==> config.mk <==
export PLATFORM = sky130hd
export DESIGN_NAME = alu_flat
export DESIGN_NICKNAME = d
export VERILOG_FILES = /design/src/logic/core_cfg_pkg.sv /design/src/logic/rv_isa_pkg.sv /design/src/logic/ctrl_if.sv /design/src/logic/alu.sv /design/src/flat_wrapper.sv
export SDC_FILE = /design/constraint.sdc
export NUM_CORES = 1
export LEC_CHECK = 0
export ABC_CLOCK_PERIOD_IN_PS = 7600
export BUFFER_PORTS_ARGS = -buffer_cell sky130_fd_sc_hd__buf_2
export CAP_MARGIN = 20
export CORE_MARGIN = 2
export CORE_UTILIZATION = 28
export DETAILED_ROUTE_END_ITERATION = 10
export GPL_ROUTABILITY_DRIVEN = 0
export PLACE_DENSITY = 0.46
export SLEW_MARGIN = 30
export SYNTH_ARGS = -nofsm -noshare
export SYNTH_HDL_FRONTEND = slang
export SYNTH_SLANG_ARGS = --single-unit
==> constraint.sdc <==
create_clock -name vclk -period 7.6
set_input_delay 1.52 -clock vclk [all_inputs]
set_output_delay 1.52 -clock vclk [all_outputs]
set_load 0.005 [all_outputs]
==> src/verification/program.hex <==
// one RV32I instruction word per line from address 0, assembly in the trailing comment
123450B7 // 00 lui  x1, 0x12345
06400113 // 04 addi x2, x0, 100
FF900193 // 08 addi x3, x0, -7
0F01F213 // 0c andi x4, x3, 0x0f0
70016293 // 10 ori  x5, x2, 0x700
FFF1C313 // 14 xori x6, x3, -1
0011A393 // 18 slti x7, x3, 1
00208433 // 1c add  x8, x1, x2
403104B3 // 20 sub  x9, x2, x3
0030F533 // 24 and  x10, x1, x3
003165B3 // 28 or   x11, x2, x3
00314633 // 2c xor  x12, x2, x3
0021A6B3 // 30 slt  x13, x3, x2
00611733 // 34 sll  x14, x2, x6
0061D7B3 // 38 srl  x15, x3, x6
4061D833 // 3c sra  x16, x3, x6
00812423 // 40 sw   x8, 8(x2)
00812883 // 44 lw   x17, 8(x2)
00C12903 // 48 lw   x18, 12(x2)  never written
00510013 // 4c addi x0, x2, 5
00888463 // 50 beq  x17, x8, +8  taken
00100993 // 54 addi x19, x0, 1   skipped
00211463 // 58 bne  x2, x2, +8   not taken
0021C463 // 5c blt  x3, x2, +8   taken
00200993 // 60 addi x19, x0, 2   skipped
0021D463 // 64 bge  x3, x2, +8   not taken
00315463 // 68 bge  x2, x3, +8   taken
00300993 // 6c addi x19, x0, 3   skipped
00800A6F // 70 jal  x20, +8
00400993 // 74 addi x19, x0, 4   skipped
08500A93 // 78 addi x21, x0, 0x85
000A8B67 // 7c jalr x22, 0(x21)  lands on 0x84
00500993 // 80 addi x19, x0, 5   skipped
0000006F // 84 jal  x0, 0        halt
==> src/logic/core_cfg_pkg.sv <==
// RV32 only; 16-bit PC and byte addresses, ROM and RAM are word arrays indexed from address bit 2
package core_cfg_pkg;

    // datapath
    localparam int XLEN = 32;

    // address space, byte addressed
    localparam int PC_WIDTH   = 16;
    localparam int IMEM_WORDS = 256;    // 1 KiB of program
    localparam int DMEM_WORDS = 256;    // 1 KiB of data

    // first fetch after reset
    localparam logic [PC_WIDTH-1:0] RESET_PC = '0;

    // program image, read relative to the simulator's working dir
    localparam string IMEM_FILE = "/design/src/verification/program.hex";

endpackage

==> src/logic/rv_isa_pkg.sv <==
// covers only the supported RV32I subset; unsigned compares, shift-immediates and AUIPC are absent
package rv_isa_pkg;

    typedef enum logic [6:0] {
        OP_LUI    = 7'b0110111,
        OP_OP_IMM = 7'b0010011,
        OP_OP     = 7'b0110011,
        OP_LOAD   = 7'b0000011,
        OP_STORE  = 7'b0100011,
        OP_BRANCH = 7'b1100011,
        OP_JAL    = 7'b1101111,
        OP_JALR   = 7'b1100111
    } opcode_t;

    typedef enum logic [3:0] {
        ALU_ADD, ALU_SUB, ALU_AND, ALU_OR, ALU_XOR,
        ALU_SLT, ALU_SLL, ALU_SRL, ALU_SRA, ALU_PASS_B
    } alu_op_t;

    typedef enum logic [1:0] {SRC1_RS1, SRC1_ZERO, SRC1_PC} src1_t;
    typedef enum logic {SRC2_RS2, SRC2_IMM} src2_t;
    typedef enum logic [1:0] {SRCR_ALU, SRCR_MEM, SRCR_NEXT_PC} srcr_t;
    typedef enum logic [1:0] {NPC_SEQ, NPC_BRANCH, NPC_JAL, NPC_JALR} next_pc_t;

    // encoded as {funct3[2], funct3[0]} of the branch
    typedef enum logic [1:0] {BR_EQ, BR_NE, BR_LT, BR_GE} branch_t;

    // funct3 / funct7 codes
    localparam logic [2:0] F3_ADD = 3'b000;    // add, sub
    localparam logic [2:0] F3_SLL = 3'b001;
    localparam logic [2:0] F3_SLT = 3'b010;
    localparam logic [2:0] F3_XOR = 3'b100;
    localparam logic [2:0] F3_SR  = 3'b101;    // srl, sra
    localparam logic [2:0] F3_OR  = 3'b110;
    localparam logic [2:0] F3_AND = 3'b111;
    localparam logic [2:0] F3_LW  = 3'b010;
    localparam logic [2:0] F3_SW  = 3'b010;
    localparam logic [6:0] F7_BASE = 7'b0000000;
    localparam logic [6:0] F7_ALT  = 7'b0100000;    // sub, sra

endpackage

==> src/logic/ctrl_if.sv <==
// one decoded instruction per cycle; every field is combinational from the current instruction word
interface ctrl_if;
    import core_cfg_pkg::*;
    import rv_isa_pkg::*;

    alu_op_t   alu_op;
    src1_t     src1;
    src2_t     src2;
    srcr_t     srcr;        // writeback source
    next_pc_t  next_pc;
    branch_t   branch;

    logic [4:0]      rs1;
    logic [4:0]      rs2;
    logic [4:0]      rd;
    logic [XLEN-1:0] imm;   // already sign extended

    logic reg_write;
    logic mem_read;
    logic mem_write;

    modport decoder (
        output alu_op, src1, src2, srcr, next_pc, branch,
        output rs1, rs2, rd, imm,
        output reg_write, mem_read, mem_write
    );

    modport datapath (
        input alu_op, src1, src2, srcr, next_pc, branch,
        input rs1, rs2, rd, imm,
        input reg_write, mem_read, mem_write
    );

endinterface

==> src/logic/alu.sv <==
// shift amount is taken from the low 5 bits of src2; compares are signed only
module alu (
    input  logic [core_cfg_pkg::XLEN-1:0] src1_i,
    input  logic [core_cfg_pkg::XLEN-1:0] src2_i,
    input  logic [core_cfg_pkg::XLEN-1:0] rs1_val_i,
    input  logic [core_cfg_pkg::XLEN-1:0] rs2_val_i,
    ctrl_if.datapath                      ctrl,
    output logic [core_cfg_pkg::XLEN-1:0] result_o,
    output logic                          take_o
);
    import core_cfg_pkg::*;
    import rv_isa_pkg::*;

    logic       cond;
    logic [4:0] shamt;

    assign shamt = src2_i[4:0];

    always_comb begin
        case (ctrl.alu_op)
            ALU_ADD:    result_o = src1_i + src2_i;
            ALU_SUB:    result_o = src1_i - src2_i;
            ALU_AND:    result_o = src1_i & src2_i;
            ALU_OR:     result_o = src1_i | src2_i;
            ALU_XOR:    result_o = src1_i ^ src2_i;
            ALU_SLT:    result_o = {{(XLEN-1){1'b0}}, $signed(src1_i) < $signed(src2_i)};
            ALU_SLL:    result_o = src1_i << shamt;
            ALU_SRL:    result_o = src1_i >> shamt;
            ALU_SRA:    result_o = $unsigned($signed(src1_i) >>> shamt);
            ALU_PASS_B: result_o = src2_i;    // lui
            default:    result_o = '0;
        endcase
    end

    // branch test always on the raw register values
    always_comb begin
        case (ctrl.branch)
            BR_EQ:   cond = (rs1_val_i == rs2_val_i);
            BR_NE:   cond = (rs1_val_i != rs2_val_i);
            BR_LT:   cond = ($signed(rs1_val_i) < $signed(rs2_val_i));
            default: cond = ($signed(rs1_val_i) >= $signed(rs2_val_i));
        endcase
    end

    assign take_o = (ctrl.next_pc == NPC_JAL) || (ctrl.next_pc == NPC_JALR) ||
                    ((ctrl.next_pc == NPC_BRANCH) && cond);

endmodule

==> src/flat_wrapper.sv <==
// flat-port wrapper written by rule: the top's interface ports become plain ports
module alu_flat import core_cfg_pkg::*; import rv_isa_pkg::*;
  (src1_i, src2_i, rs1_val_i, rs2_val_i, result_o, take_o, ctrl_alu_op, ctrl_src1, ctrl_src2, ctrl_srcr, ctrl_next_pc, ctrl_branch, ctrl_rs1, ctrl_rs2, ctrl_rd, ctrl_imm, ctrl_reg_write, ctrl_mem_read, ctrl_mem_write);
  ctrl_if ctrl_i ();
  input  logic [core_cfg_pkg::XLEN-1:0] src1_i;
  input  logic [core_cfg_pkg::XLEN-1:0] src2_i;
  input  logic [core_cfg_pkg::XLEN-1:0] rs1_val_i;
  input  logic [core_cfg_pkg::XLEN-1:0] rs2_val_i;
  output logic [core_cfg_pkg::XLEN-1:0] result_o;
  output logic take_o;
  input wire logic [$bits(ctrl_i.alu_op)-1:0] ctrl_alu_op;
  input wire logic [$bits(ctrl_i.src1)-1:0] ctrl_src1;
  input wire logic [$bits(ctrl_i.src2)-1:0] ctrl_src2;
  input wire logic [$bits(ctrl_i.srcr)-1:0] ctrl_srcr;
  input wire logic [$bits(ctrl_i.next_pc)-1:0] ctrl_next_pc;
  input wire logic [$bits(ctrl_i.branch)-1:0] ctrl_branch;
  input wire logic [$bits(ctrl_i.rs1)-1:0] ctrl_rs1;
  input wire logic [$bits(ctrl_i.rs2)-1:0] ctrl_rs2;
  input wire logic [$bits(ctrl_i.rd)-1:0] ctrl_rd;
  input wire logic [$bits(ctrl_i.imm)-1:0] ctrl_imm;
  input wire logic [$bits(ctrl_i.reg_write)-1:0] ctrl_reg_write;
  input wire logic [$bits(ctrl_i.mem_read)-1:0] ctrl_mem_read;
  input wire logic [$bits(ctrl_i.mem_write)-1:0] ctrl_mem_write;
  assign ctrl_i.alu_op = ctrl_alu_op;
  assign ctrl_i.src1 = ctrl_src1;
  assign ctrl_i.src2 = ctrl_src2;
  assign ctrl_i.srcr = ctrl_srcr;
  assign ctrl_i.next_pc = ctrl_next_pc;
  assign ctrl_i.branch = ctrl_branch;
  assign ctrl_i.rs1 = ctrl_rs1;
  assign ctrl_i.rs2 = ctrl_rs2;
  assign ctrl_i.rd = ctrl_rd;
  assign ctrl_i.imm = ctrl_imm;
  assign ctrl_i.reg_write = ctrl_reg_write;
  assign ctrl_i.mem_read = ctrl_mem_read;
  assign ctrl_i.mem_write = ctrl_mem_write;
  alu u_core (.src1_i(src1_i), .src2_i(src2_i), .rs1_val_i(rs1_val_i), .rs2_val_i(rs2_val_i), .ctrl(ctrl_i), .result_o(result_o), .take_o(take_o));
endmodule
After elaboration in Yosys (flattened, before gate mapping)
Index checks and enable logic that the tools add are counted.
W data, S select, Z words.
{ "op_classes": {"n_mux": 2, "n_bitwise": 3, "add_sub_neg": 2, "n_lt_le_gt_ge": 3, "n_shift": 3, "eq_ne": 16, "reduce_logical": 5} }
{ "ops": {"columns": ["cell", "count"], "rows": [
  ["$pmux W32 S10", 1],
  ["$lt A32 B32 Y1", 2],
  ["$add A32 B32 Y32", 1],
  ["$and A32 B32 Y32", 1],
  ["$eq A32 B32 Y1", 1],
  ["$ge A32 B32 Y1", 1],
  ["$ne A32 B32 Y1", 1],
  ["$or A32 B32 Y32", 1],
  ["$shl A32 B5 Y32", 1],
  ["$shr A32 B5 Y32", 1],
  ["$sshr A32 B5 Y32", 1],
  ["$sub A32 B32 Y32", 1],
  ["$xor A32 B32 Y32", 1],
  ["$eq A4 B3 Y1 const B", 4],
  ["$eq A4 B2 Y1 const B", 2],
  ["$eq A4 B4 Y1 const B", 2],
  ["$eq A2 B2 Y1 const B", 3],
  ["$eq A2 B1 Y1 const B", 2],
  ["$eq A4 B1 Y1 const B", 1],
  ["$logic_not A4 Y1", 1],
  ["$pmux W1 S3", 1],
  ["$logic_not A2 Y1", 1],
  ["$logic_or A1 B1 Y1", 2],
  ["$logic_and A1 B1 Y1", 1]
]} }
{ "totals": {"ff_bits": 0, "input_bits": 191, "elab_cells": 34, "out_inout_bits": 33} }

Depth between registers and ports, before layout
Gate-level depths: netlist of run 1.
{ "depth": {"word_depth": 4, "depth_mapped": 13, "mapped_depth_nobuf": 12} }

Worst setup path before layout of run 1
OpenSTA, ideal clock, no wires.
{ "synth_path": {"path_type": "input port to output port", "startpoint": "input port src2_i[3] (netlist bit)", "endpoint": "output port result_o[14] (netlist bit)", "setup_slack_ps": 1455, "path_buffers": 3, "cell_stages": 12, "t_required_ps": 6080, "arrival_time_ps": 4625, "cell_sequence": "inv_1 -> clkbuf_1 -> clkbuf_1 -> clkbuf_1 -> ha_1 -> nor2b_1 -> a311o_1 -> o21a_1 -> a31o_1 -> a221oi_2 -> a2bb2oi_1 -> or3_1"} }
{ "synth_between": {"elab_chain_len": 2, "word_cells_on_any_way": 6, "classes_between": "add/sub (2); shift (3); mux (1)"} }
{ "synth_rtl": {"columns": ["element", "line", "rtl"], "rows": [
  ["start: declaration", "flat_wrapper.sv:6", "input logic [core_cfg_pkg::XLEN-1:0] src2_i;"],
  ["$sub A32 B32 Y32, or another cell as far along", "alu.sv:22", "ALU_SUB: result_o = src1_i - src2_i;"],
  ["$pmux W32 S10 *", "alu.sv:20", "case (ctrl.alu_op)"],
  ["end: declaration", "flat_wrapper.sv:9", "output logic [core_cfg_pkg::XLEN-1:0] result_o;"]
]} }
Mark *: on every way between the ends. The rest lies on a longest branch, timed or not.

Final worst setup path of run 1
{ "layout_path": {"startpoint": "input port src2_i[0] (netlist bit)", "endpoint": "output port result_o[30] (netlist bit)"} }
Same word-level chain as after synthesis.

==> results of run 1 <==
==> power by group through the flow <==
stage | sequential, mW | combinational [mW] | clock (mW)
floorplan | 0 | 0.506 | 0
global placement | 0 | 0.773 | 0
detailed placement | 0 | 0.773 | 0
CTS | 0 | 0.778 | 0
global route | 0 | 0.858 | 0
finish | 0 | 0.792 | 0
==> per-layer routing <==
metal | share of wire [%] | vias to the layer above | global-route usage [%]
li1 | - | 5603 | -
met1 | 43 | 5902 | 33.7
met2 | 45 | 620 | 39.2
met3 | 8.9 | 65 | 2.96
met4 | 2.7 | 0 | 5.22
met5 | 0 | - | 0
==> synth_stat cells, drive strengths merged, types with 5 or more instances <==
| cell | number |
|---|---|
| nor3 | 31 |
| ha | 131 |
| buf | 48 |
| mux2 | 15 |
| a221o | 21 |
| nor2b | 17 |
| nand2 | 121 |
| a32oi | 5 |
| nor4 | 13 |
| a21boi | 5 |
| o211ai | 36 |
| mux2i | 47 |
| nor3b | 7 |
| nor4b | 6 |
| nand3b | 8 |
| o311a | 7 |
| a2111oi | 7 |
| a31oi | 16 |
| a221oi | 22 |
| o221ai | 18 |
| a311oi | 5 |
| o21ai | 102 |
| clkbuf | 62 |
| a21o | 27 |
| a21oi | 108 |
| nand2b | 16 |
| nand4 | 14 |
| o2111ai | 6 |
| inv | 125 |
| nor2 | 138 |
| nand3 | 25 |
| o21bai | 12 |
| or2 | 7 |
| a211o | 12 |
| o31ai | 11 |
| o22ai | 12 |
| a211oi | 26 |
| a22oi | 12 |
| o21a | 7 |
| mux4 | 50 |
==> worst max-delay path, cell delays in order <==
cell	delay [ns]
buf_4	0.37
ha_1	0.25
inv_1	0.06
fa_1	0.40
nor2b_1	0.16
o21ai_1	0.24
a311oi_1	0.26
o31ai_1	0.73
a31oi_1	0.26
o21ai_0	0.49
mux2i_1	0.25
o211ai_1	0.11
buf_2	0.15
==> metrics by stage <==
stage / util [%] / std cells / hold slack [ns] / cell area (µm²)
floorplan: - / 1425 / 3.16 / 10100
global placement: 31.8 / 1974 / 3.38 / 11300
detailed placement: 31.8 / 1974 / 3.39 / 11300
CTS: 31.8 / 1974 / 3.39 / 11300
global route: 31.8 / 1974 / 3.41 / 11300
finish: 31.8 / 1974 / 3.39 / 11300
==> final timing paths <==
path / start / cells after the start / slack [ns] / end
hold / removal: src2_i[6] / 4 / 3.39 / result_o[6]
setup / recovery: src2_i[0] / 13 / 0.81 / result_o[30]
==> area by class of cell <==
cell class | count | area share, %
tap | 461 | 5.10
inverter | 125 | 4.15
timing repair buffer | 198 | 9.66
multi-input combinational | 1190 | 81.1
==> logic make-up (layout without fill, tap and decap cells) <==
logic type | Yosys count | count (layout) | synth area share (%)
compound gates | 520 | 520 | 35.8
xor+xnor | 2 | 2 | 0.173
fa+ha+maj | 133 | 133 | 16.6
buf+inv | 235 | 323 | 9.95
mux | 112 | 112 | 17.7
simple gates | 423 | 423 | 19.8
==> flow_metrics.tcl, run 1 <==
set metrics [dict create \
    cp-start-kind "primary input" \
    multi_input_area_mm2 0.00916 \
    path_max_fanout 30 \
    fp.dieArea_mm2 0.0377 \
    initial_utilization_pct 28.5 \
    drtIter0Drc 1338 \
    cp.arrival_ns 5.27 \
    antenna_found_initial 0 \
    internal_power_mw 0.301 \
    synth_area_per_cell_um2 7.10 \
    ant_nets 0 \
    pwr-share-comb_pct 100.0 \
    coreArea_mm2 0.0356 \
    power_density_mw_per_mm2 70.1 \
    grt_pass1_vias 11600 \
    min_period_over_period_pct 89.4 \
    ir_drop_uv 22.7 \
    grt_max_degree 64 \
    grt_overflow 0 \
    critPathCaptureType "primary output" \
    post_cts_buffers 0 \
    yosysTopAreaCell "ha_1" \
    preCtsSetupSlack_ns 0.955 \
    tns_ns 0 \
    drt_pre_antenna_iters 6 \
    grt_pass1_wl_mm 71.6 \
    cp.required_ns 6.08 \
    power_leakage_nw 5.12 \
    final_cell_mix "buf_2, nor2_1, ha_1" \
    area_growth_pct 11.7 \
    yosys-top-cells-area "ha_1, mux4_2, a21oi_1" \
    place_hpwl_mm 36.9 \
    synth_area_mm2 0.0101 \
    vias 12200 \
    relSlewSlack_pct 31.6 \
    fmax_ghz 0.147 \
    total_power_mw 0.792 \
    cts_resized 0 \
    syn_inst 1425 \
    yosysWarnings 0 \
    n_sequential_cell 0 \
    nets 1839 \
    cap_violations 0 \
    pin_count 224 \
    setup_ws_ns 0.809 \
    seqPwrFrac_pct 0 \
    die_y_um 194 \
    run_status "finished clean" \
    hold_violations 0 \
    row_count 69 \
    wirelength_mm 47.8 \
    final_max_slew_viol_count 0 \
    num_antenna_cells 0 \
    setup_viol 0 \
    critPathKind "in -> out" \
    synthesis.nets 1749 \
    cts_hold_buf 0 \
    fin_crit_ns 6.79 \
    yosysTopAreaCellShare_pct 16.2 \
    p_switching_mw 0.491 \
    nClkBuffers 0 \
    fp.dieW_um 194 \
    fillers 3910 \
    grtUsageTotal_pct 24.0 \
    ys_seq_area_share_pct 0 \
    seq_area_um2 0 \
    viasPerCell 6.18 \
    hold_class "in -> out" \
    rsz0062_at_grt "no" \
    drt-wirelength-per-cell_um 24.2 \
    port_buffers 169 \
    drive_gt1_share_pct 18.7 \
    ys_types 86 \
    tightest_slew_ns 1.02 \
    pwr-share-clk_pct 0 \
    drcViolationCount 0 \
    final_common_cell "buf_2" \
    swShare_pct 62.0 \
]
No activity file was read; power rests on OpenSTA's default activity.
==> run 2: changes to the inputs <==
--- a/config.mk
+++ b/config.mk
@@ -8,11 +8,13 @@
 export ABC_CLOCK_PERIOD_IN_PS = 7600
 export BUFFER_PORTS_ARGS = -buffer_cell sky130_fd_sc_hd__buf_2
 export CAP_MARGIN = 20
+export CELL_PAD_IN_SITES_DETAIL_PLACEMENT = 1
+export CELL_PAD_IN_SITES_GLOBAL_PLACEMENT = 1
 export CORE_MARGIN = 2
 export CORE_UTILIZATION = 28
 export DETAILED_ROUTE_END_ITERATION = 10
 export GPL_ROUTABILITY_DRIVEN = 0
-export PLACE_DENSITY = 0.46
+export PLACE_DENSITY = 0.6
 export SLEW_MARGIN = 30
 export SYNTH_ARGS = -nofsm -noshare
 export SYNTH_HDL_FRONTEND = slang
==> constraint.sdc (replaced) <==
create_clock -name vclk -period 7.6
set_input_delay 1.14 -clock vclk [all_inputs]
set_output_delay 1.14 -clock vclk [all_outputs]
set_load 0.005 [all_outputs]
==> run 2 against run 1 <==
Net effect:
- routed wire length increased by 4.5%
- combinational power increased by 0.8%
- fmax increased by 13%
- global-route usage increased by 1.1 points
- via count increased by 0.48%
- flip-flop and latch count unchanged
- cell count decreased by 0.41%
- critical endpoint is now result_o[25]
==> flow_metrics.tcl, run 2 (same netlist as run 1, synthesis figures left out) <==
set metrics [dict create \
    relSlewSlack_pct 40.8 \
    pin_count 224 \
    grtUsageTotal_pct 25.1 \
    drtIter0Drc 1233 \
    setup_viol 0 \
    die_y_um 194 \
    hold_class "in -> out" \
    path_max_fanout 13 \
    nClkBuffers 0 \
    cp.arrival_ns 4.87 \
    power_density_mw_per_mm2 71.1 \
    initial_utilization_pct 28.5 \
    grt_overflow 0 \
    hold_violations 0 \
    wirelength_mm 49.9 \
    final_common_cell "buf_2" \
    drcViolationCount 0 \
    multi_input_area_mm2 0.00917 \
    cp-start-kind "primary input" \
    slowest_delay_ns 0.59 \
    fillers 4535 \
    drive_gt1_share_pct 18.3 \
    placed_area_mm2 0.0112 \
    place_hpwl_mm 38.4 \
    coreArea_mm2 0.0356 \
    cap_violations 0 \
    seq_area_um2 0 \
    cts_resized 0 \
    drt_pre_antenna_iters 6 \
    fp.dieArea_mm2 0.0377 \
    grt_pass1_vias 12400 \
    run_status "finished clean" \
    tightest_slew_ns 0.879 \
    antenna_found_initial 2 \
    ant_nets 0 \
    grt_pass1_wl_mm 74.9 \
    holdPathStages 4 \
    num_antenna_cells 0 \
    grt_max_degree 65 \
    final_cell_area_mm2 0.0112 \
    cpMostUsedCell "buf_2" \
    row_count 69 \
    vias 12200 \
    viasPerCell 6.23 \
    drt-wirelength-per-cell_um 25.4 \
    final_cell_mix "buf_2, nor2_1, ha_1" \
    ir_drop_uv 24.5 \
    power_leakage_nw 5.07 \
    fmax_ghz 0.166 \
    critPathKind "in -> out" \
    min_period_over_period_pct 79.1 \
    cts_hold_buf 0 \
    final_util_pct 31.5 \
    port_buffers 169 \
    n_sequential_cell 0 \
    tns_ns 0 \
    critPathCaptureType "primary output" \
    final_max_slew_viol_count 0 \
    post_cts_buffers 0 \
    crit_path_top_delay_cell "a2111oi_0" \
    rsz0062_at_grt "no" \
    fp.dieW_um 194 \
    nets 1831 \
    worstPathCellList "buf_2, inv_1, ha_1, nand2b_1, a31oi_1, or3_1, a21oi_1, o211ai_1, a2111oi_0, nor4_1, o221ai_1, buf_2" \
    cp.required_ns 6.46 \
    area_growth_pct 10.8 \
    fin_crit_ns 6.01 \
]
==> run 2: cell count changes in the layout (fill, tap and decap cells not counted) <==
cell,before,now
buf_12,2,0
nor2_1,138,137
buf_4,28,22
nor2_2,0,1
==> run 2: worst paths after layout <==
path / startpoint / end
max: src1_i[11] / result_o[25]
min: src2_i[6] / result_o[6]
==> run 2: final cells by class <==
class	count	area share (%)
multi-input cells	1190	81.7
repair buffers	190	8.97
well taps	461	5.14
inverters	125	4.18
==> run 2: critical path: cells and delay by family <==
kind,cells,cell delay (ns)
adder cells (fa/ha/maj),1,0.55
buffers and inverters,3,0.64
AO/OA/AOI/OAI,5,1.77
AND/OR/NAND/NOR,3,0.73
==> run 2: where the power goes <==
part / leakage (nW) / internal, mW / total [mW] / switching [mW]
logic: 5.07 / 0.299 / 0.798 / 0.499
registers: 0 / 0 / 0 / 0
clock network: 0 / 0 / 0 / 0
==> run 2: layer usage <==
metal | wire length [µm] | global-route usage (%)
met5 | 13 | 0
met1 | 21500 | 34.0
met2 | 22000 | 39.8
met3 | 4140 | 3.90
met4 | 2230 | 10.0
==> run 2: through the flow <==
| step | worst slack [ns] | instances | hold slack [ns] | total power, mW |
|---|---|---|---|---|
| after floorplan | 2.22 | 1425 | 2.40 | 0.506 |
| after global placement | 1.78 | 1966 | 2.62 | 0.768 |
| after detailed placement | 1.72 | 1966 | 2.63 | 0.780 |
| after CTS | 1.71 | 1966 | 2.63 | 0.785 |
| after global routing | 1.45 | 1966 | 2.68 | 0.865 |
| final | 1.59 | 1966 | 2.63 | 0.798 |
