--- config.mk ---
export PLATFORM = sky130hd
export DESIGN_NAME = decoder_flat
export DESIGN_NICKNAME = d
export VERILOG_FILES = /design/src/logic/core_cfg_pkg.sv /design/src/logic/rv_isa_pkg.sv /design/src/logic/ctrl_if.sv /design/src/logic/decoder.sv /design/src/flat_wrapper.sv
export SDC_FILE = /design/constraint.sdc
export NUM_CORES = 1
export LEC_CHECK = 0
export BUFFER_PORTS_ARGS = -buffer_cell sky130_fd_sc_hd__buf_2
export CORE_AREA = 2 2 76 42
export DETAILED_ROUTE_END_ITERATION = 8
export DIE_AREA = 0 0 78 44
export PLACE_DENSITY_LB_ADDON = 0.25
export SLEW_MARGIN = 20
export SYNTH_ARGS = -nofsm -noshare
export SYNTH_HDL_FRONTEND = slang
export SYNTH_SLANG_ARGS = --single-unit
--- constraint.sdc ---
create_clock -name vclk -period 0.95
set_input_delay 0 -clock vclk [all_inputs]
set_output_delay 0 -clock vclk [all_outputs]
set_load 0.05 [all_outputs]
--- src/verification/program.hex ---
// one RV32I instruction word per line from address 0, assembly in the trailing comment
123450B7 // 00 lui  x1, 0x12345
06400113 // 04 addi x2, x0, 100
FF900193 // 08 addi x3, x0, -7
0F01F213 // 0c andi x4, x3, 0x0f0
70016293 // 10 ori  x5, x2, 0x700
FFF1C313 // 14 xori x6, x3, -1
0011A393 // 18 slti x7, x3, 1
00208433 // 1c add  x8, x1, x2
403104B3 // 20 sub  x9, x2, x3
0030F533 // 24 and  x10, x1, x3
003165B3 // 28 or   x11, x2, x3
00314633 // 2c xor  x12, x2, x3
0021A6B3 // 30 slt  x13, x3, x2
00611733 // 34 sll  x14, x2, x6
0061D7B3 // 38 srl  x15, x3, x6
4061D833 // 3c sra  x16, x3, x6
00812423 // 40 sw   x8, 8(x2)
00812883 // 44 lw   x17, 8(x2)
00C12903 // 48 lw   x18, 12(x2)  never written
00510013 // 4c addi x0, x2, 5
00888463 // 50 beq  x17, x8, +8  taken
00100993 // 54 addi x19, x0, 1   skipped
00211463 // 58 bne  x2, x2, +8   not taken
0021C463 // 5c blt  x3, x2, +8   taken
00200993 // 60 addi x19, x0, 2   skipped
0021D463 // 64 bge  x3, x2, +8   not taken
00315463 // 68 bge  x2, x3, +8   taken
00300993 // 6c addi x19, x0, 3   skipped
00800A6F // 70 jal  x20, +8
00400993 // 74 addi x19, x0, 4   skipped
08500A93 // 78 addi x21, x0, 0x85
000A8B67 // 7c jalr x22, 0(x21)  lands on 0x84
00500993 // 80 addi x19, x0, 5   skipped
0000006F // 84 jal  x0, 0        halt
--- src/logic/core_cfg_pkg.sv ---
// RV32 only; 16-bit PC and byte addresses, ROM and RAM are word arrays indexed from address bit 2
package core_cfg_pkg;

    // datapath
    localparam int XLEN = 32;

    // address space, byte addressed
    localparam int PC_WIDTH   = 16;
    localparam int IMEM_WORDS = 256;    // 1 KiB of program
    localparam int DMEM_WORDS = 256;    // 1 KiB of data

    // first fetch after reset
    localparam logic [PC_WIDTH-1:0] RESET_PC = '0;

    // program image, read relative to the simulator's working dir
    localparam string IMEM_FILE = "/design/src/verification/program.hex";

endpackage

--- src/logic/rv_isa_pkg.sv ---
// covers only the supported RV32I subset; unsigned compares, shift-immediates and AUIPC are absent
package rv_isa_pkg;

    typedef enum logic [6:0] {
        OP_LUI    = 7'b0110111,
        OP_OP_IMM = 7'b0010011,
        OP_OP     = 7'b0110011,
        OP_LOAD   = 7'b0000011,
        OP_STORE  = 7'b0100011,
        OP_BRANCH = 7'b1100011,
        OP_JAL    = 7'b1101111,
        OP_JALR   = 7'b1100111
    } opcode_t;

    typedef enum logic [3:0] {
        ALU_ADD, ALU_SUB, ALU_AND, ALU_OR, ALU_XOR,
        ALU_SLT, ALU_SLL, ALU_SRL, ALU_SRA, ALU_PASS_B
    } alu_op_t;

    typedef enum logic [1:0] {SRC1_RS1, SRC1_ZERO, SRC1_PC} src1_t;
    typedef enum logic {SRC2_RS2, SRC2_IMM} src2_t;
    typedef enum logic [1:0] {SRCR_ALU, SRCR_MEM, SRCR_NEXT_PC} srcr_t;
    typedef enum logic [1:0] {NPC_SEQ, NPC_BRANCH, NPC_JAL, NPC_JALR} next_pc_t;

    // encoded as {funct3[2], funct3[0]} of the branch
    typedef enum logic [1:0] {BR_EQ, BR_NE, BR_LT, BR_GE} branch_t;

    // funct3 / funct7 codes
    localparam logic [2:0] F3_ADD = 3'b000;    // add, sub
    localparam logic [2:0] F3_SLL = 3'b001;
    localparam logic [2:0] F3_SLT = 3'b010;
    localparam logic [2:0] F3_XOR = 3'b100;
    localparam logic [2:0] F3_SR  = 3'b101;    // srl, sra
    localparam logic [2:0] F3_OR  = 3'b110;
    localparam logic [2:0] F3_AND = 3'b111;
    localparam logic [2:0] F3_LW  = 3'b010;
    localparam logic [2:0] F3_SW  = 3'b010;
    localparam logic [6:0] F7_BASE = 7'b0000000;
    localparam logic [6:0] F7_ALT  = 7'b0100000;    // sub, sra

endpackage

--- src/logic/ctrl_if.sv ---
// one decoded instruction per cycle; every field is combinational from the current instruction word
interface ctrl_if;
    import core_cfg_pkg::*;
    import rv_isa_pkg::*;

    alu_op_t   alu_op;
    src1_t     src1;
    src2_t     src2;
    srcr_t     srcr;        // writeback source
    next_pc_t  next_pc;
    branch_t   branch;

    logic [4:0]      rs1;
    logic [4:0]      rs2;
    logic [4:0]      rd;
    logic [XLEN-1:0] imm;   // already sign extended

    logic reg_write;
    logic mem_read;
    logic mem_write;

    modport decoder (
        output alu_op, src1, src2, srcr, next_pc, branch,
        output rs1, rs2, rd, imm,
        output reg_write, mem_read, mem_write
    );

    modport datapath (
        input alu_op, src1, src2, srcr, next_pc, branch,
        input rs1, rs2, rd, imm,
        input reg_write, mem_read, mem_write
    );

endinterface

--- src/logic/decoder.sv ---
// unsupported opcodes and funct codes decode to a no-op: no writes and sequential next PC
module decoder (
    input  logic [core_cfg_pkg::XLEN-1:0] instr_i,
    ctrl_if.decoder                       ctrl
);
    import core_cfg_pkg::*;
    import rv_isa_pkg::*;

    opcode_t         opcode;
    logic [2:0]      funct3;
    logic [6:0]      funct7;
    logic [XLEN-1:0] imm_i, imm_s, imm_b, imm_u, imm_j;

    assign opcode = opcode_t'(instr_i[6:0]);
    assign funct3 = instr_i[14:12];
    assign funct7 = instr_i[31:25];

    // immediate formats, bit 31 is always the sign
    assign imm_i = {{(XLEN-12){instr_i[31]}}, instr_i[31:20]};
    assign imm_s = {{(XLEN-12){instr_i[31]}}, instr_i[31:25], instr_i[11:7]};
    assign imm_b = {{(XLEN-13){instr_i[31]}}, instr_i[31], instr_i[7],
                    instr_i[30:25], instr_i[11:8], 1'b0};
    assign imm_u = {instr_i[31:12], 12'b0};
    assign imm_j = {{(XLEN-21){instr_i[31]}}, instr_i[31], instr_i[19:12],
                    instr_i[20], instr_i[30:21], 1'b0};

    always_comb begin
        ctrl.rs1       = instr_i[19:15];
        ctrl.rs2       = instr_i[24:20];
        ctrl.rd        = instr_i[11:7];
        ctrl.alu_op    = ALU_ADD;
        ctrl.src1      = SRC1_RS1;
        ctrl.src2      = SRC2_IMM;
        ctrl.srcr      = SRCR_ALU;
        ctrl.next_pc   = NPC_SEQ;
        ctrl.branch    = branch_t'({funct3[2], funct3[0]});
        ctrl.imm       = imm_i;
        ctrl.reg_write = 1'b0;
        ctrl.mem_read  = 1'b0;
        ctrl.mem_write = 1'b0;

        case (opcode)
            OP_LUI: begin
                ctrl.src1      = SRC1_ZERO;
                ctrl.alu_op    = ALU_PASS_B;
                ctrl.imm       = imm_u;
                ctrl.reg_write = 1'b1;
            end
            OP_OP_IMM: begin
                ctrl.reg_write = 1'b1;
                case (funct3)
                    F3_ADD:  ctrl.alu_op = ALU_ADD;
                    F3_SLT:  ctrl.alu_op = ALU_SLT;
                    F3_XOR:  ctrl.alu_op = ALU_XOR;
                    F3_OR:   ctrl.alu_op = ALU_OR;
                    F3_AND:  ctrl.alu_op = ALU_AND;
                    default: ctrl.reg_write = 1'b0;    // slli, srli, srai, sltiu
                endcase
            end
            OP_OP: begin
                ctrl.src2      = SRC2_RS2;
                ctrl.reg_write = 1'b1;
                case ({funct7, funct3})
                    {F7_BASE, F3_ADD}: ctrl.alu_op = ALU_ADD;
                    {F7_ALT, F3_ADD}:  ctrl.alu_op = ALU_SUB;
                    {F7_BASE, F3_SLL}: ctrl.alu_op = ALU_SLL;
                    {F7_BASE, F3_SLT}: ctrl.alu_op = ALU_SLT;
                    {F7_BASE, F3_XOR}: ctrl.alu_op = ALU_XOR;
                    {F7_BASE, F3_SR}:  ctrl.alu_op = ALU_SRL;
                    {F7_ALT, F3_SR}:   ctrl.alu_op = ALU_SRA;
                    {F7_BASE, F3_OR}:  ctrl.alu_op = ALU_OR;
                    {F7_BASE, F3_AND}: ctrl.alu_op = ALU_AND;
                    default:           ctrl.reg_write = 1'b0;
                endcase
            end
            OP_LOAD: begin
                if (funct3 == F3_LW) begin    // word loads only
                    ctrl.srcr      = SRCR_MEM;
                    ctrl.mem_read  = 1'b1;
                    ctrl.reg_write = 1'b1;
                end
            end
            OP_STORE: begin
                ctrl.imm       = imm_s;
                ctrl.mem_write = (funct3 == F3_SW);
            end
            OP_BRANCH: begin
                ctrl.src2 = SRC2_RS2;
                ctrl.imm  = imm_b;
                // funct3[1] set means bltu/bgeu
                if (!funct3[1])
                    ctrl.next_pc = NPC_BRANCH;
            end
            OP_JAL: begin
                ctrl.src1      = SRC1_PC;    // alu result mirrors the target
                ctrl.imm       = imm_j;
                ctrl.srcr      = SRCR_NEXT_PC;
                ctrl.next_pc   = NPC_JAL;
                ctrl.reg_write = 1'b1;
            end
            OP_JALR: begin
                ctrl.srcr      = SRCR_NEXT_PC;
                ctrl.next_pc   = NPC_JALR;
                ctrl.reg_write = 1'b1;
            end
            default: ;
        endcase
    end

endmodule

--- src/flat_wrapper.sv ---
// flat-port wrapper written by rule: the top's interface ports become plain ports
module decoder_flat import core_cfg_pkg::*; import rv_isa_pkg::*;
  (instr_i, ctrl_alu_op, ctrl_src1, ctrl_src2, ctrl_srcr, ctrl_next_pc, ctrl_branch, ctrl_rs1, ctrl_rs2, ctrl_rd, ctrl_imm, ctrl_reg_write, ctrl_mem_read, ctrl_mem_write);
  ctrl_if ctrl_i ();
  input  logic [core_cfg_pkg::XLEN-1:0] instr_i;
  output wire logic [$bits(ctrl_i.alu_op)-1:0] ctrl_alu_op;
  output wire logic [$bits(ctrl_i.src1)-1:0] ctrl_src1;
  output wire logic [$bits(ctrl_i.src2)-1:0] ctrl_src2;
  output wire logic [$bits(ctrl_i.srcr)-1:0] ctrl_srcr;
  output wire logic [$bits(ctrl_i.next_pc)-1:0] ctrl_next_pc;
  output wire logic [$bits(ctrl_i.branch)-1:0] ctrl_branch;
  output wire logic [$bits(ctrl_i.rs1)-1:0] ctrl_rs1;
  output wire logic [$bits(ctrl_i.rs2)-1:0] ctrl_rs2;
  output wire logic [$bits(ctrl_i.rd)-1:0] ctrl_rd;
  output wire logic [$bits(ctrl_i.imm)-1:0] ctrl_imm;
  output wire logic [$bits(ctrl_i.reg_write)-1:0] ctrl_reg_write;
  output wire logic [$bits(ctrl_i.mem_read)-1:0] ctrl_mem_read;
  output wire logic [$bits(ctrl_i.mem_write)-1:0] ctrl_mem_write;
  assign ctrl_alu_op = ctrl_i.alu_op;
  assign ctrl_src1 = ctrl_i.src1;
  assign ctrl_src2 = ctrl_i.src2;
  assign ctrl_srcr = ctrl_i.srcr;
  assign ctrl_next_pc = ctrl_i.next_pc;
  assign ctrl_branch = ctrl_i.branch;
  assign ctrl_rs1 = ctrl_i.rs1;
  assign ctrl_rs2 = ctrl_i.rs2;
  assign ctrl_rd = ctrl_i.rd;
  assign ctrl_imm = ctrl_i.imm;
  assign ctrl_reg_write = ctrl_i.reg_write;
  assign ctrl_mem_read = ctrl_i.mem_read;
  assign ctrl_mem_write = ctrl_i.mem_write;
  decoder u_core (.instr_i(instr_i), .ctrl(ctrl_i));
endmodule
**Word-level counts from Yosys, hierarchy flattened**

Cells that the tools add are included.

- Mux-type cells: 16
- Reduce and logical (&&, ||, !) cells: 7
- Equality and inequality tests: 20

Operators by type and width:

| kind | count |
|---|---|
| 31-bit case mux with 4 select lines | 1 |
| 10-bit by 3-bit == test with 1-bit output, second input constant | 4 |
| 4-bit case mux with 8 select lines | 1 |
| 7-bit by 6-bit == test with 1-bit output, second input constant | 3 |
| 7-bit == test, second input constant | 3 |
| 10-bit by 9-bit == test with 1-bit output, second input constant | 2 |
| 3-bit case mux with 4 select lines | 1 |
| 4-bit case mux with 3 select lines | 1 |
| 10-bit by 1-bit == test with 1-bit output, second input constant | 1 |
| 10-bit by 2-bit == test with 1-bit output, second input constant | 1 |
| 10-bit zero test | 1 |
| 3-bit == test, second input constant | 3 |
| 9-bit OR reduction | 1 |
| 1-bit two-way mux | 8 |
| 2-bit case mux with 2 select lines | 2 |
| 7-bit by 2-bit == test with 1-bit output, second input constant | 1 |
| 7-bit by 5-bit == test with 1-bit output, second input constant | 1 |
| 2-bit case mux with 3 select lines | 1 |
| 5-bit OR reduction | 1 |
| 1-bit case mux with 4 select lines | 1 |
| 2-bit OR reduction | 2 |
| 3-bit by 2-bit == test with 1-bit output, second input constant | 1 |
| 3-bit zero test | 1 |
| 3-bit OR reduction | 1 |

- Output and inout port bits: 63
- Input port bits: 32
- Bits in registers: 0

**Depth between registers and ports, before layout**

Gate-level depths: netlist of run 1.

- Depth in word-level cells: 4
- Depth in mapped cells: 6
- Gate-level depth less buffers: 4

**Worst setup path after synthesis of run 1**

No wires, ideal clock.

- Kind: input to output
- Start: input port instr_i[14] (netlist bit)
- End: output port ctrl_alu_op[0]
- Arrival: 1.908 ns
- Path slack: -0.958 ns
- Path buffers: 1
- Stages on the path: 5
- Required time: 0.950 ns
- Cells stage by stage: clkbuf_1 -> or3b_2 -> a21oi_1 -> a21oi_1 -> o21ai_0

- Cells in the longest elaborated chain, start to end: 3
- Elaborated cells between the ends (all ways): 15

Ends and longest elaborated chain:

| item | RTL line | RTL |
|---|---|---|
| start, declared | flat_wrapper.sv:5 | `input logic [core_cfg_pkg::XLEN-1:0] instr_i;` |
| 10-bit by 3-bit == test with 1-bit output (tied with other cells) | decoder.sv:63 | `case ({funct7, funct3})` |
| 4-bit case mux with 8 select lines / 3-bit case mux with 4 select lines (equally long branches) | decoder.sv:63, decoder.sv:51 |  |
| 4-bit case mux with 3 select lines * | decoder.sv:42 | `case (opcode)` |
| end, declared | flat_wrapper.sv:6 | `output wire logic [$bits(ctrl_i.alu_op)-1:0] ctrl_alu_op;` |

Every way passes the cells marked *; elsewhere a longest branch is shown, timed or not.

**Final worst setup path of run 1**

- Start: input port instr_i[5] (netlist bit)
- End: output port ctrl_imm[15]

- Cells in the longest elaborated chain, start to end: 2
- Elaborated cells between the ends (all ways): 5

Ends and longest elaborated chain:

| item | RTL line | RTL |
|---|---|---|
| 7-bit == test / 7-bit by 6-bit == test with 1-bit output (equally long branches) | decoder.sv:42 |  |
| 31-bit case mux with 4 select lines * | decoder.sv:42 |  |
| end, declared | flat_wrapper.sv:15 | `output wire logic [$bits(ctrl_i.imm)-1:0] ctrl_imm;` |

Marked as above.

==> results of run 1 <==
logic make-up (layout without fill, tap and decap cells):
family | count (synthesis) | count (layout) | synth area share
xor gates and xnor gates | 2 | 2 | 0.02106
AOI/OAI and AO/OA | 41 | 41 | 0.3820
and+or+nand+nor | 49 | 49 | 0.3639
buffers and inverters | 30 | 152 | 0.2331
layout make-up:
class	instances	area (um^2)	share of cell area
repair buffers	150	1471	0.5613
inverters	2	7.507	0.002864
multi-input cells	92	1092	0.4167
well taps	40	50.05	0.01909
where the power goes:
group | total, mW | internal [mW] | switching, mW
Combinational | 1.38 | 0.570 | 0.807
Clock | 0 | 0 | 0
Sequential | 0 | 0 | 0
Total | 1.38 | 0.570 | 0.807
placed cells by master (no fill, tap or decap), drive strengths merged, types with 2 or more instances in the layout:
cell type and instances:
and4bb 2, nand2 6, buf 150, nor3 2
inv 2, nand3 3, nand3b 3, nor2 10
a21oi 3, a21o 20, o21ai 5, and3 3
and3b 2, a22o 4, nor2b 9
metal layers:
metal | vias up | wire, um
met5 | - | 0
met4 | 0 | 248
met3 | 25 | 469
met2 | 105 | 3214
met1 | 756 | 2423
li1 | 675 | -
worst max-delay path, stage by stage:
cell	delay, ns
buf_2	0.12
and3b_2	0.21
and4bb_4	0.24
buf_6	0.13
a311oi_4	0.22
buf_6	0.20
a21o_4	0.11
buf_8	0.14
worst max path at each step:
| stage | from | to | slack (ns) |
|---|---|---|---|
| after global routing | instr_i[27] | ctrl_alu_op[1] | -0.48 |
| after detailed placement | instr_i[6] | ctrl_alu_op[0] | -0.59 |
| after floorplan | instr_i[3] | ctrl_alu_op[1] | -0.27 |
| after CTS | instr_i[28] | ctrl_alu_op[1] | -0.42 |
| after global placement | instr_i[28] | ctrl_alu_op[1] | -0.54 |
| final | instr_i[5] | ctrl_imm[15] | -0.43 |
timing repair:
action,CTS,global route
resized for setup,158,24
hold buffers,0,0
setup endpoints to repair,44,44
pin swaps,17,13
cloned,3,0
setup buffers,9,8
through the flow:
step | util | instances | hold WS, ns
after global routing | 0.9353 | 284 | 0.3110
after detailed placement | 0.6263 | 265 | 0.3037
after global placement | 0.6263 | 265 | 0.3019
final | 0.9353 | 284 | 0.3032
after CTS | 0.8866 | 277 | 0.3044
after floorplan | - | 122 | 0.06284
==> impl_metrics.env, run 1 <==
export IMPL_route_detailed_drc=0
export IMPL_grt_usage=0.3218
export IMPL_route_vias_total=1561
export IMPL_setup_tns_ns=-14.02
export IMPL_dp_hpwl_um=3107
export IMPL_yosys_cell_count_top_type="a21o_1"
export IMPL_syn_area_um2=832.0
export IMPL_critPathKind="in2out"
export IMPL_min_from="instr_i[7]"
export IMPL_arrival_ns=1.38
export IMPL_design_area_um2=2621
export IMPL_die_w_um=78
export IMPL_antenna_found_initial=0
export IMPL_synth_distinct_cells=39
export IMPL_vias_per_cell=5.496
export IMPL_routed_wl_um=6355
export IMPL_fillers=91
export IMPL_num_rows=14
export IMPL_synth_top_area_cell="a21o_1"
export IMPL_setup_viol=44
export IMPL_start_util=0.2969
export IMPL_grt_pass1_vias=1595
export IMPL_nClkBuffers=0
export IMPL_drtAntennaViolNets=0
export IMPL_p_leak_nw=1.266
export IMPL_firstDrtPassIters=4
export IMPL_num_io_pins=95
export IMPL_timing_final_ws_setup_ns=-0.4266
export IMPL_tightest_slew_ns=0.3103
export IMPL_yosysWarnings=0
export IMPL_core_um2=2803
export IMPL_yosys_top_cells_count="a21o_1 (20), buf_4 (18), nor2_1 (10)"
export IMPL_syn_avg_cell_area_um2=6.820
export IMPL_fmax_mhz=726.4
export IMPL_nets=278
export IMPL_min_period_ns=1.377
export IMPL_hold_path_class="in2out"
export IMPL_synth_top_area_frac=0.1805
export IMPL_synthCells=122
export IMPL_maxCapViolations=0
export IMPL_place_ws_ns=-0.5883
export IMPL_drt_initial_drc_count=74
export IMPL_violations="setup timing"
export IMPL_ir_drop_uv=398.9
export IMPL_power_mw=1.378
export IMPL_worstPathRequired_ns=0.95
export IMPL_outcome="complete, but fails checks"
export IMPL_overflow=0
export IMPL_holdPathStages=2
export IMPL_die_h_um=44
export IMPL_grt_use_met3=0.02917
export IMPL_dieArea_um2=3432
export IMPL_syn_nets=154
export IMPL_hold_viol=0
export IMPL_area_growth_pct=215.0
export IMPL_synth_area_leaders="a21o_1 (18%), buf_4 (16%), nor2b_1 (6.8%)"
export IMPL_port_buffers=95
export IMPL_slew_viol_final=0
export IMPL_cp_max_fo=8
export IMPL_numSequentialCells=0
export IMPL_drive_gt1_frac=0.8730
export IMPL_maxSlewHeadroom=0.7924
export IMPL_regArea_um2=0
export IMPL_final_period_utilization=1.449
export IMPL_seq_area_frac_synth=0
export IMPL_grt_use_met2=0.6293
export IMPL_use_met1=0.3716
export IMPL_busiest_layer="met2"
export IMPL_grt_max_degree=11
export IMPL_cp_end_kind="output pin"
export IMPL_placedInstanceArea_um2=1755
export IMPL_grt_setup_unrepaired="yes"
export IMPL_grt_pass1_wl_um=8507
export IMPL_hold_end="ctrl_rd[0]"
export IMPL_start_kind="input pin"
export IMPL_globalplace_congestion=0.8018
export IMPL_post_drt_wl_per_cell_um=22.38
export IMPL_antenna_cells=0
export IMPL_cellPowerDensity_nw_per_um2=525.6
No activity file was read; power rests on OpenSTA's default activity.
==> run 2, diff against run 1 <==
--- a/config.mk
+++ b/config.mk
@@ -9,7 +9,8 @@
 export CORE_AREA = 2 2 76 42
 export DETAILED_ROUTE_END_ITERATION = 8
 export DIE_AREA = 0 0 78 44
-export PLACE_DENSITY_LB_ADDON = 0.25
+export PLACE_DENSITY = 0.77
+export SETUP_SLACK_MARGIN = 0.05
 export SLEW_MARGIN = 20
 export SYNTH_ARGS = -nofsm -noshare
 export SYNTH_HDL_FRONTEND = slang
==> run 2 against run 1 <==
Net effect: the run now fails in 5_1_grt; area after synthesis is the same; synthesized cell count is the same.
==> impl_metrics.env, run 2 <==
export IMPL_die_h_um=44
export IMPL_yosysWarnings=0
export IMPL_syn_avg_cell_area_um2=6.820
export IMPL_synth_top_area_frac=0.1805
export IMPL_haltStage="5_1_grt"
export IMPL_start_util=0.2969
export IMPL_postCtsHoldBufs=0
export IMPL_tool_error="[ERROR DPL-0033] detailed placement checks failed during check placement."
export IMPL_die_w_um=78
export IMPL_yosys_top_cells_count="a21o_1 (20), buf_4 (18), nor2_1 (10)"
export IMPL_synth_distinct_cells=39
export IMPL_synth_area_leaders="a21o_1 (18%), buf_4 (16%), nor2b_1 (6.8%)"
export IMPL_synth_top_area_cell="a21o_1"
export IMPL_worst_endpoint="ctrl_alu_op[1]"
export IMPL_num_io_pins=95
export IMPL_grt_max_degree=11
export IMPL_num_rows=14
export IMPL_yosys_cell_count_top_type="a21o_1"
export IMPL_seq_area_frac_synth=0
export IMPL_synthCells=122
export IMPL_outcome="stopped before the end"
export IMPL_worst_ep_kind="output port"
export IMPL_dp_hpwl_um=2905
export IMPL_globalplace_congestion=0.8177
export IMPL_port_buffers=95
export IMPL_antenna_found_initial=0
export IMPL_dp_cells=267
export IMPL_syn_nets=154
export IMPL_syn_area_um2=832.0
==> run 2: cell counts after synthesis <==
No cell type changed its count.
==> run 2: per-stage QoR <==
| step | instance area, um^2 | setup WS, ns | setup TNS, ns | hold slack [ns] |
|---|---|---|---|---|
| after floorplan | 1159 | -0.2747 | -5.673 | 0.06284 |
| after global placement | 1790 | -0.5526 | -17.87 | 0.3025 |
| after detailed placement | 1790 | -0.5188 | -17.80 | 0.3017 |
| after CTS | 2596 | -0.3990 | -12.11 | 0.3019 |
==> run 2: kinds of logic after synthesis <==
| logic type | synth area share |
|---|---|
| simple gates | 0.3639 |
| compound gates | 0.3820 |
| xor+xnor | 0.02106 |
| buf+inv | 0.2331 |
==> run 2: timing repair <==
item / CTS
pin swaps: 23
gates resized for setup: 166
setup buffers: 11
setup endpoints to repair: 45
endpoints found under the hold margin: 0
cloned: 4
==> run 3, diff against run 2 <==
--- a/config.mk
+++ b/config.mk
@@ -6,11 +6,10 @@
 export NUM_CORES = 1
 export LEC_CHECK = 0
 export BUFFER_PORTS_ARGS = -buffer_cell sky130_fd_sc_hd__buf_2
-export CORE_AREA = 2 2 76 42
+export CORE_AREA = 2 2 63 65
 export DETAILED_ROUTE_END_ITERATION = 8
-export DIE_AREA = 0 0 78 44
-export PLACE_DENSITY = 0.77
-export SETUP_SLACK_MARGIN = 0.05
+export DIE_AREA = 0 0 65 67
+export PLACE_DENSITY_LB_ADDON = 0.15
 export SLEW_MARGIN = 20
 export SYNTH_ARGS = -nofsm -noshare
 export SYNTH_HDL_FRONTEND = slang
==> constraint.sdc (replaced) <==
create_clock -name vclk -period 1.2
set_input_delay 0 -clock vclk [all_inputs]
set_output_delay 0 -clock vclk [all_outputs]
set_load 0.05 [all_outputs]
==> run 3 against run 2 <==
Net effect: the flow now finishes, with violations (setup timing).
==> impl_metrics.env, run 3 (synthesis gave the netlist of run 1 again) <==
export IMPL_hold_path_class="in2out"
export IMPL_p_leak_nw=1.059
export IMPL_regArea_um2=0
export IMPL_worstPathRequired_ns=1.20
export IMPL_die_w_um=65
export IMPL_drtAntennaViolNets=0
export IMPL_cp_slowest_stage_delay_ns=0.51
export IMPL_firstDrtPassIters=4
export IMPL_num_io_pins=95
export IMPL_start_kind="input pin"
export IMPL_globalplace_congestion=0.8240
export IMPL_grt_max_degree=13
export IMPL_final_period_utilization=1.112
export IMPL_ir_drop_uv=255.4
export IMPL_routed_wl_um=3735
export IMPL_maxSlewHeadroom=0.7519
export IMPL_grt_usage=0.1521
export IMPL_pwr_share_comb=1.000
export IMPL_p_sw_frac=0.6095
export IMPL_port_buffers=95
export IMPL_drt_initial_drc_count=12
export IMPL_hold_viol=0
export IMPL_tightest_slew_ns=0.3669
export IMPL_final_cell_mix="buf_2 (54), buf_6 (31), buf_4 (24)"
export IMPL_slew_viol_final=0
export IMPL_grt_pass1_wl_um=5416
export IMPL_setup_tns_ns=-1.888
export IMPL_setup_viol=21
export IMPL_core_um2=3606
export IMPL_timing_final_ws_setup_ns=-0.1349
export IMPL_power_switching_uw=556.2
export IMPL_crit_end="ctrl_alu_op[1]"
export IMPL_outcome="complete, but fails checks"
export IMPL_violations="setup timing"
export IMPL_overflow=0
export IMPL_dieArea_um2=4355
export IMPL_path_common_cell="buf_6"
export IMPL_path_cells="buf_6 > and4bb_4 > nand4_4 > or4b_4 > o21ai_4 > buf_6"
export IMPL_arrival_ns=1.33
export IMPL_clock_power_share=0
export IMPL_start_util=0.2307
export IMPL_area_growth_pct=151.3
export IMPL_vias_per_cell=4.793
export IMPL_antenna_cells=0
export IMPL_power_uw=912.6
export IMPL_crit_cells=6
export IMPL_slowest_stage="or4b_4"
export IMPL_route_detailed_drc=0
export IMPL_postCtsHoldBufs=0
export IMPL_power_internal_uw=356.4
export IMPL_cellPowerDensity_nw_per_um2=436.5
export IMPL_fmax_mhz=749.1
export IMPL_placedInstanceArea_um2=1572
export IMPL_num_rows=22
export IMPL_nClkBuffers=0
export IMPL_critPathKind="in2out"
export IMPL_drive_gt1_frac=0.8027
export IMPL_numSequentialCells=0
export IMPL_cp_top_family="simple AND/OR/NAND/NOR gates"
export IMPL_route_vias_total=1299
export IMPL_p_seq_frac=0
export IMPL_final_util=0.5798
export IMPL_cp_max_fo=6
export IMPL_post_drt_wl_per_cell_um=13.78
export IMPL_cp_buffers_inverters=2
export IMPL_dp_hpwl_um=2741
export IMPL_maxCapViolations=0
export IMPL_design_area_um2=2091
export IMPL_nets=257
export IMPL_cp_end_kind="output pin"
export IMPL_die_h_um=67
export IMPL_grt_setup_unrepaired="yes"
export IMPL_crit_start="instr_i[2]"
export IMPL_fillers=301
export IMPL_min_period_ns=1.335
export IMPL_mostFrequentLayoutCell="buf_2"
export IMPL_grt_pass1_vias=1222
export IMPL_antenna_found_initial=0
export IMPL_stdcell_count=271
export IMPL_dp_cells=267
[run 3: per-layer routing]
layer  part of all wire  global-route usage  routed length, um  up-vias
met2               0.52              0.3054               1949       75
met3              0.086             0.01182                323        0
met4                  0            0.005319                  0        0
met1               0.39              0.1824               1461      592
met5                  0                   0                  0        -
li1                   -                   -                  -      632
[run 3: stage by stage]
| stage | hold slack, ns | worst slack [ns] |
|---|---|---|
| 5_1_grt | 0.3082 | -0.1672 |
| 4_1_cts | 0.3039 | -0.1372 |
| 3_3_place_gp | 0.3029 | -0.2790 |
| 6_report | 0.3029 | -0.1349 |
| 2_1_floorplan | 0.06372 | -0.3310 |
| 3_5_place_dp | 0.3028 | -0.2952 |
[run 3: what timing repair did]
item	4_1_cts	5_1_grt
endpoints found under the hold margin	0	0
endpoints found under the setup margin	39	35
setup buffers	3	0
pin swaps	19	6
gates cloned	0	2
resized for setup	101	28
[run 3: power groups by stage]
stage	logic, mW	clock network [mW]	registers (mW)
global placement	0.742	0	0
detailed placement	0.747	0	0
floorplan	0.547	0	0
CTS	0.881	0	0
global route	0.953	0	0
finish	0.913	0	0
[run 3: area by class of cell]
cell class,instances,area (um^2),area share
Multi-Input combinational cell,93,930.9,0.4452
Tap cell,48,60.06,0.02873
Inverter,2,7.507,0.003591
Timing Repair Buffer,128,1092,0.5224
[run 3: worst min path at each step]
| stage | start | endpoint | slack, ns | depth (start not counted) |
|---|---|---|---|---|
| 2_1_floorplan | instr_i[6] | ctrl_mem_write | 0.06 | 1 |
| 3_3_place_gp | instr_i[15] | ctrl_rs1[0] | 0.30 | 2 |
| 3_5_place_dp | instr_i[19] | ctrl_rs1[4] | 0.30 | 2 |
| 4_1_cts | instr_i[9] | ctrl_rd[2] | 0.30 | 2 |
| 5_1_grt | instr_i[7] | ctrl_rd[0] | 0.31 | 2 |
| 6_report | instr_i[7] | ctrl_rd[0] | 0.30 | 2 |
==> run 4, diff against run 3 <==
--- a/config.mk
+++ b/config.mk
@@ -5,6 +5,7 @@
 export SDC_FILE = /design/constraint.sdc
 export NUM_CORES = 1
 export LEC_CHECK = 0
+export ABC_AREA = 1
 export BUFFER_PORTS_ARGS = -buffer_cell sky130_fd_sc_hd__buf_2
 export CORE_AREA = 2 2 63 65
 export DETAILED_ROUTE_END_ITERATION = 8
==> run 4 against run 3 <==
Net effect: final cell count up 45%; critical endpoint is now ctrl_imm[4]; hold slack worse by 0.0015 ns; critical path type unchanged; sequential share of layout area unchanged; the run now ends clean; via count up 35%; area after synthesis up 48%.
==> impl_metrics.env, run 4 <==
export IMPL_outcome="finished clean"
export IMPL_design_area_um2=2057
export IMPL_pwr_share_comb=1.000
export IMPL_synth_top_area_cell="nand2_1"
export IMPL_fmax_mhz=875.4
export IMPL_grt_usage=0.1634
export IMPL_die_w_um=65
export IMPL_cp_slowest_stage_delay_ns=0.19
export IMPL_power_switching_uw=598.0
export IMPL_met1_length_um=1720
export IMPL_overflow=0
export IMPL_cp_max_fo=5
export IMPL_grt_pass1_vias=1410
export IMPL_p_sw_frac=0.7049
export IMPL_wl_met3_um=201
export IMPL_synthCells=241
export IMPL_final_cell_mix="nand2_1 (69), buf_2 (66), buf_4 (46)"
export IMPL_seq_area_frac_synth=0
export IMPL_arrival_ns=1.14
export IMPL_timing_hold_ws_ns=0.3014
export IMPL_syn_area_um2=1231
export IMPL_syn_avg_cell_area_um2=5.109
export IMPL_holdPathStages=2
export IMPL_slowest_stage="buf_4"
export IMPL_highest_layer="met4"
export IMPL_critPathKind="in2out"
export IMPL_nets=379
export IMPL_final_period_utilization=0.9520
export IMPL_path_cells="buf_2 > buf_12 > nand2_8 > nor2_4 > nand2_4 > nand2_8 > nor2_8 > buf_12 > nand2_1 > nand2_1 > buf_4"
export IMPL_die_h_um=67
export IMPL_yosys_cell_count_top_type="nand2_1"
export IMPL_start_util=0.3414
export IMPL_drt_initial_drc_count=37
export IMPL_cellPowerDensity_nw_per_um2=412.5
export IMPL_maxCapViolations=0
export IMPL_placedInstanceArea_um2=1899
export IMPL_hold_viol=0
export IMPL_post_drt_wl_per_cell_um=10.20
export IMPL_grt_pass1_wl_um=5961
export IMPL_synth_area_leaders="nand2_1 (22%), nand3_1 (13%), nor2_1 (13%)"
export IMPL_p_seq_frac=0
export IMPL_num_io_pins=95
export IMPL_wl_met2_um=2064
export IMPL_num_rows=22
export IMPL_drtAntennaViolNets=0
export IMPL_slew_viol_final=0
export IMPL_drive_gt1_frac=0.5043
export IMPL_numSequentialCells=0
export IMPL_worstPathRequired_ns=1.20
export IMPL_antenna_found_initial=0
export IMPL_dp_hpwl_um=3331
export IMPL_ir_drop_uv=299.5
export IMPL_routed_wl_um=4007
export IMPL_min_period_ns=1.142
export IMPL_syn_nets=273
export IMPL_port_buffers=95
export IMPL_start_kind="input pin"
export IMPL_tightest_slew_ns=0.3099
export IMPL_antenna_cells=0
export IMPL_dieArea_um2=4355
export IMPL_clock_power_share=0
export IMPL_regArea_um2=0
export IMPL_yosys_top_cells_count="nand2_1 (72), nor2_1 (43), nand3_1 (33)"
export IMPL_postCtsHoldBufs=0
export IMPL_power_internal_uw=250.4
export IMPL_setup_viol=0
export IMPL_maxSlewHeadroom=0.7927
export IMPL_cp_end_kind="output pin"
export IMPL_globalplace_congestion=0.8427
export IMPL_route_detailed_drc=0
export IMPL_synth_distinct_cells=23
export IMPL_area_growth_pct=67.07
export IMPL_firstDrtPassIters=4
export IMPL_grt_max_degree=13
export IMPL_vias_per_cell=4.458
export IMPL_hold_path_class="in2out"
export IMPL_p_leak_nw=1.282
export IMPL_mostFrequentLayoutCell="nand2_1"
export IMPL_nClkBuffers=0
export IMPL_yosysWarnings=0
export IMPL_core_um2=3606
export IMPL_route_vias_total=1752
export IMPL_synth_top_area_frac=0.2195
export IMPL_power_uw=848.4
==> run 4: path summary, 6_finish.rpt <==
kind / startpoint / to
hold / removal: instr_i[19] / ctrl_rs1[4]
setup / recovery: instr_i[2] / ctrl_imm[4]
==> run 4: critical path, delay by kind of cell <==
kind / cells / cell delay, ns
buffers and inverters: 4 / 0.57
and+or+nand+nor: 7 / 0.56
==> run 4: power by group through the flow <==
stage / clock, mW / sequential [mW] / combinational, mW
5_1_grt: 0 / 0 / 0.897
6_report: 0 / 0 / 0.848
2_1_floorplan: 0 / 0 / 0.579
3_3_place_gp: 0 / 0 / 0.788
4_1_cts: 0 / 0 / 0.806
3_5_place_dp: 0 / 0 / 0.793
==> run 4: routing by layer <==
layer | vias up | global-route usage
met3 | 2 | 0.003378
met1 | 762 | 0.2220
met4 | 0 | 0.007979
li1 | 935 | -
met5 | - | 0
met2 | 53 | 0.3003
==> run 4: cells by family (layout without fill, tap and decap cells) <==
kind of cell,Yosys count,count (layout),synth area share
AO/OA/AOI/OAI,9,9,0.03963
buffers and inverters,57,161,0.2449
AND/OR/NAND/NOR,175,175,0.7155
==> run 4: layout make-up <==
type,count,area (um^2)
repair buffers,127,828.3
multi-input cells,184,1027
well taps,48,60.06
inverters,34,141.4
fillers,377,1549
==> run 4: through the flow <==
| step | TNS (ns) | utilization | setup slack, ns | cells |
|---|---|---|---|---|
| after floorplan | -2.268 | - | -0.4726 | 241 |
| after global placement | -0.2032 | 0.5267 | -0.02132 | 390 |
| after detailed placement | -0.4483 | 0.5267 | -0.05234 | 390 |
| after CTS | 0 | 0.5337 | 0.000009104 | 390 |
| after global routing | -0.01450 | 0.5704 | -0.01184 | 393 |
| final | 0 | 0.5704 | 0.05763 | 393 |
==> run 4: timing repair <==
action | CTS | global route
setup buffers | 0 | 3
setup endpoints to repair | 13 | 34
resized for setup | 10 | 45
pin swaps | 0 | 5
gates cloned | 0 | 0
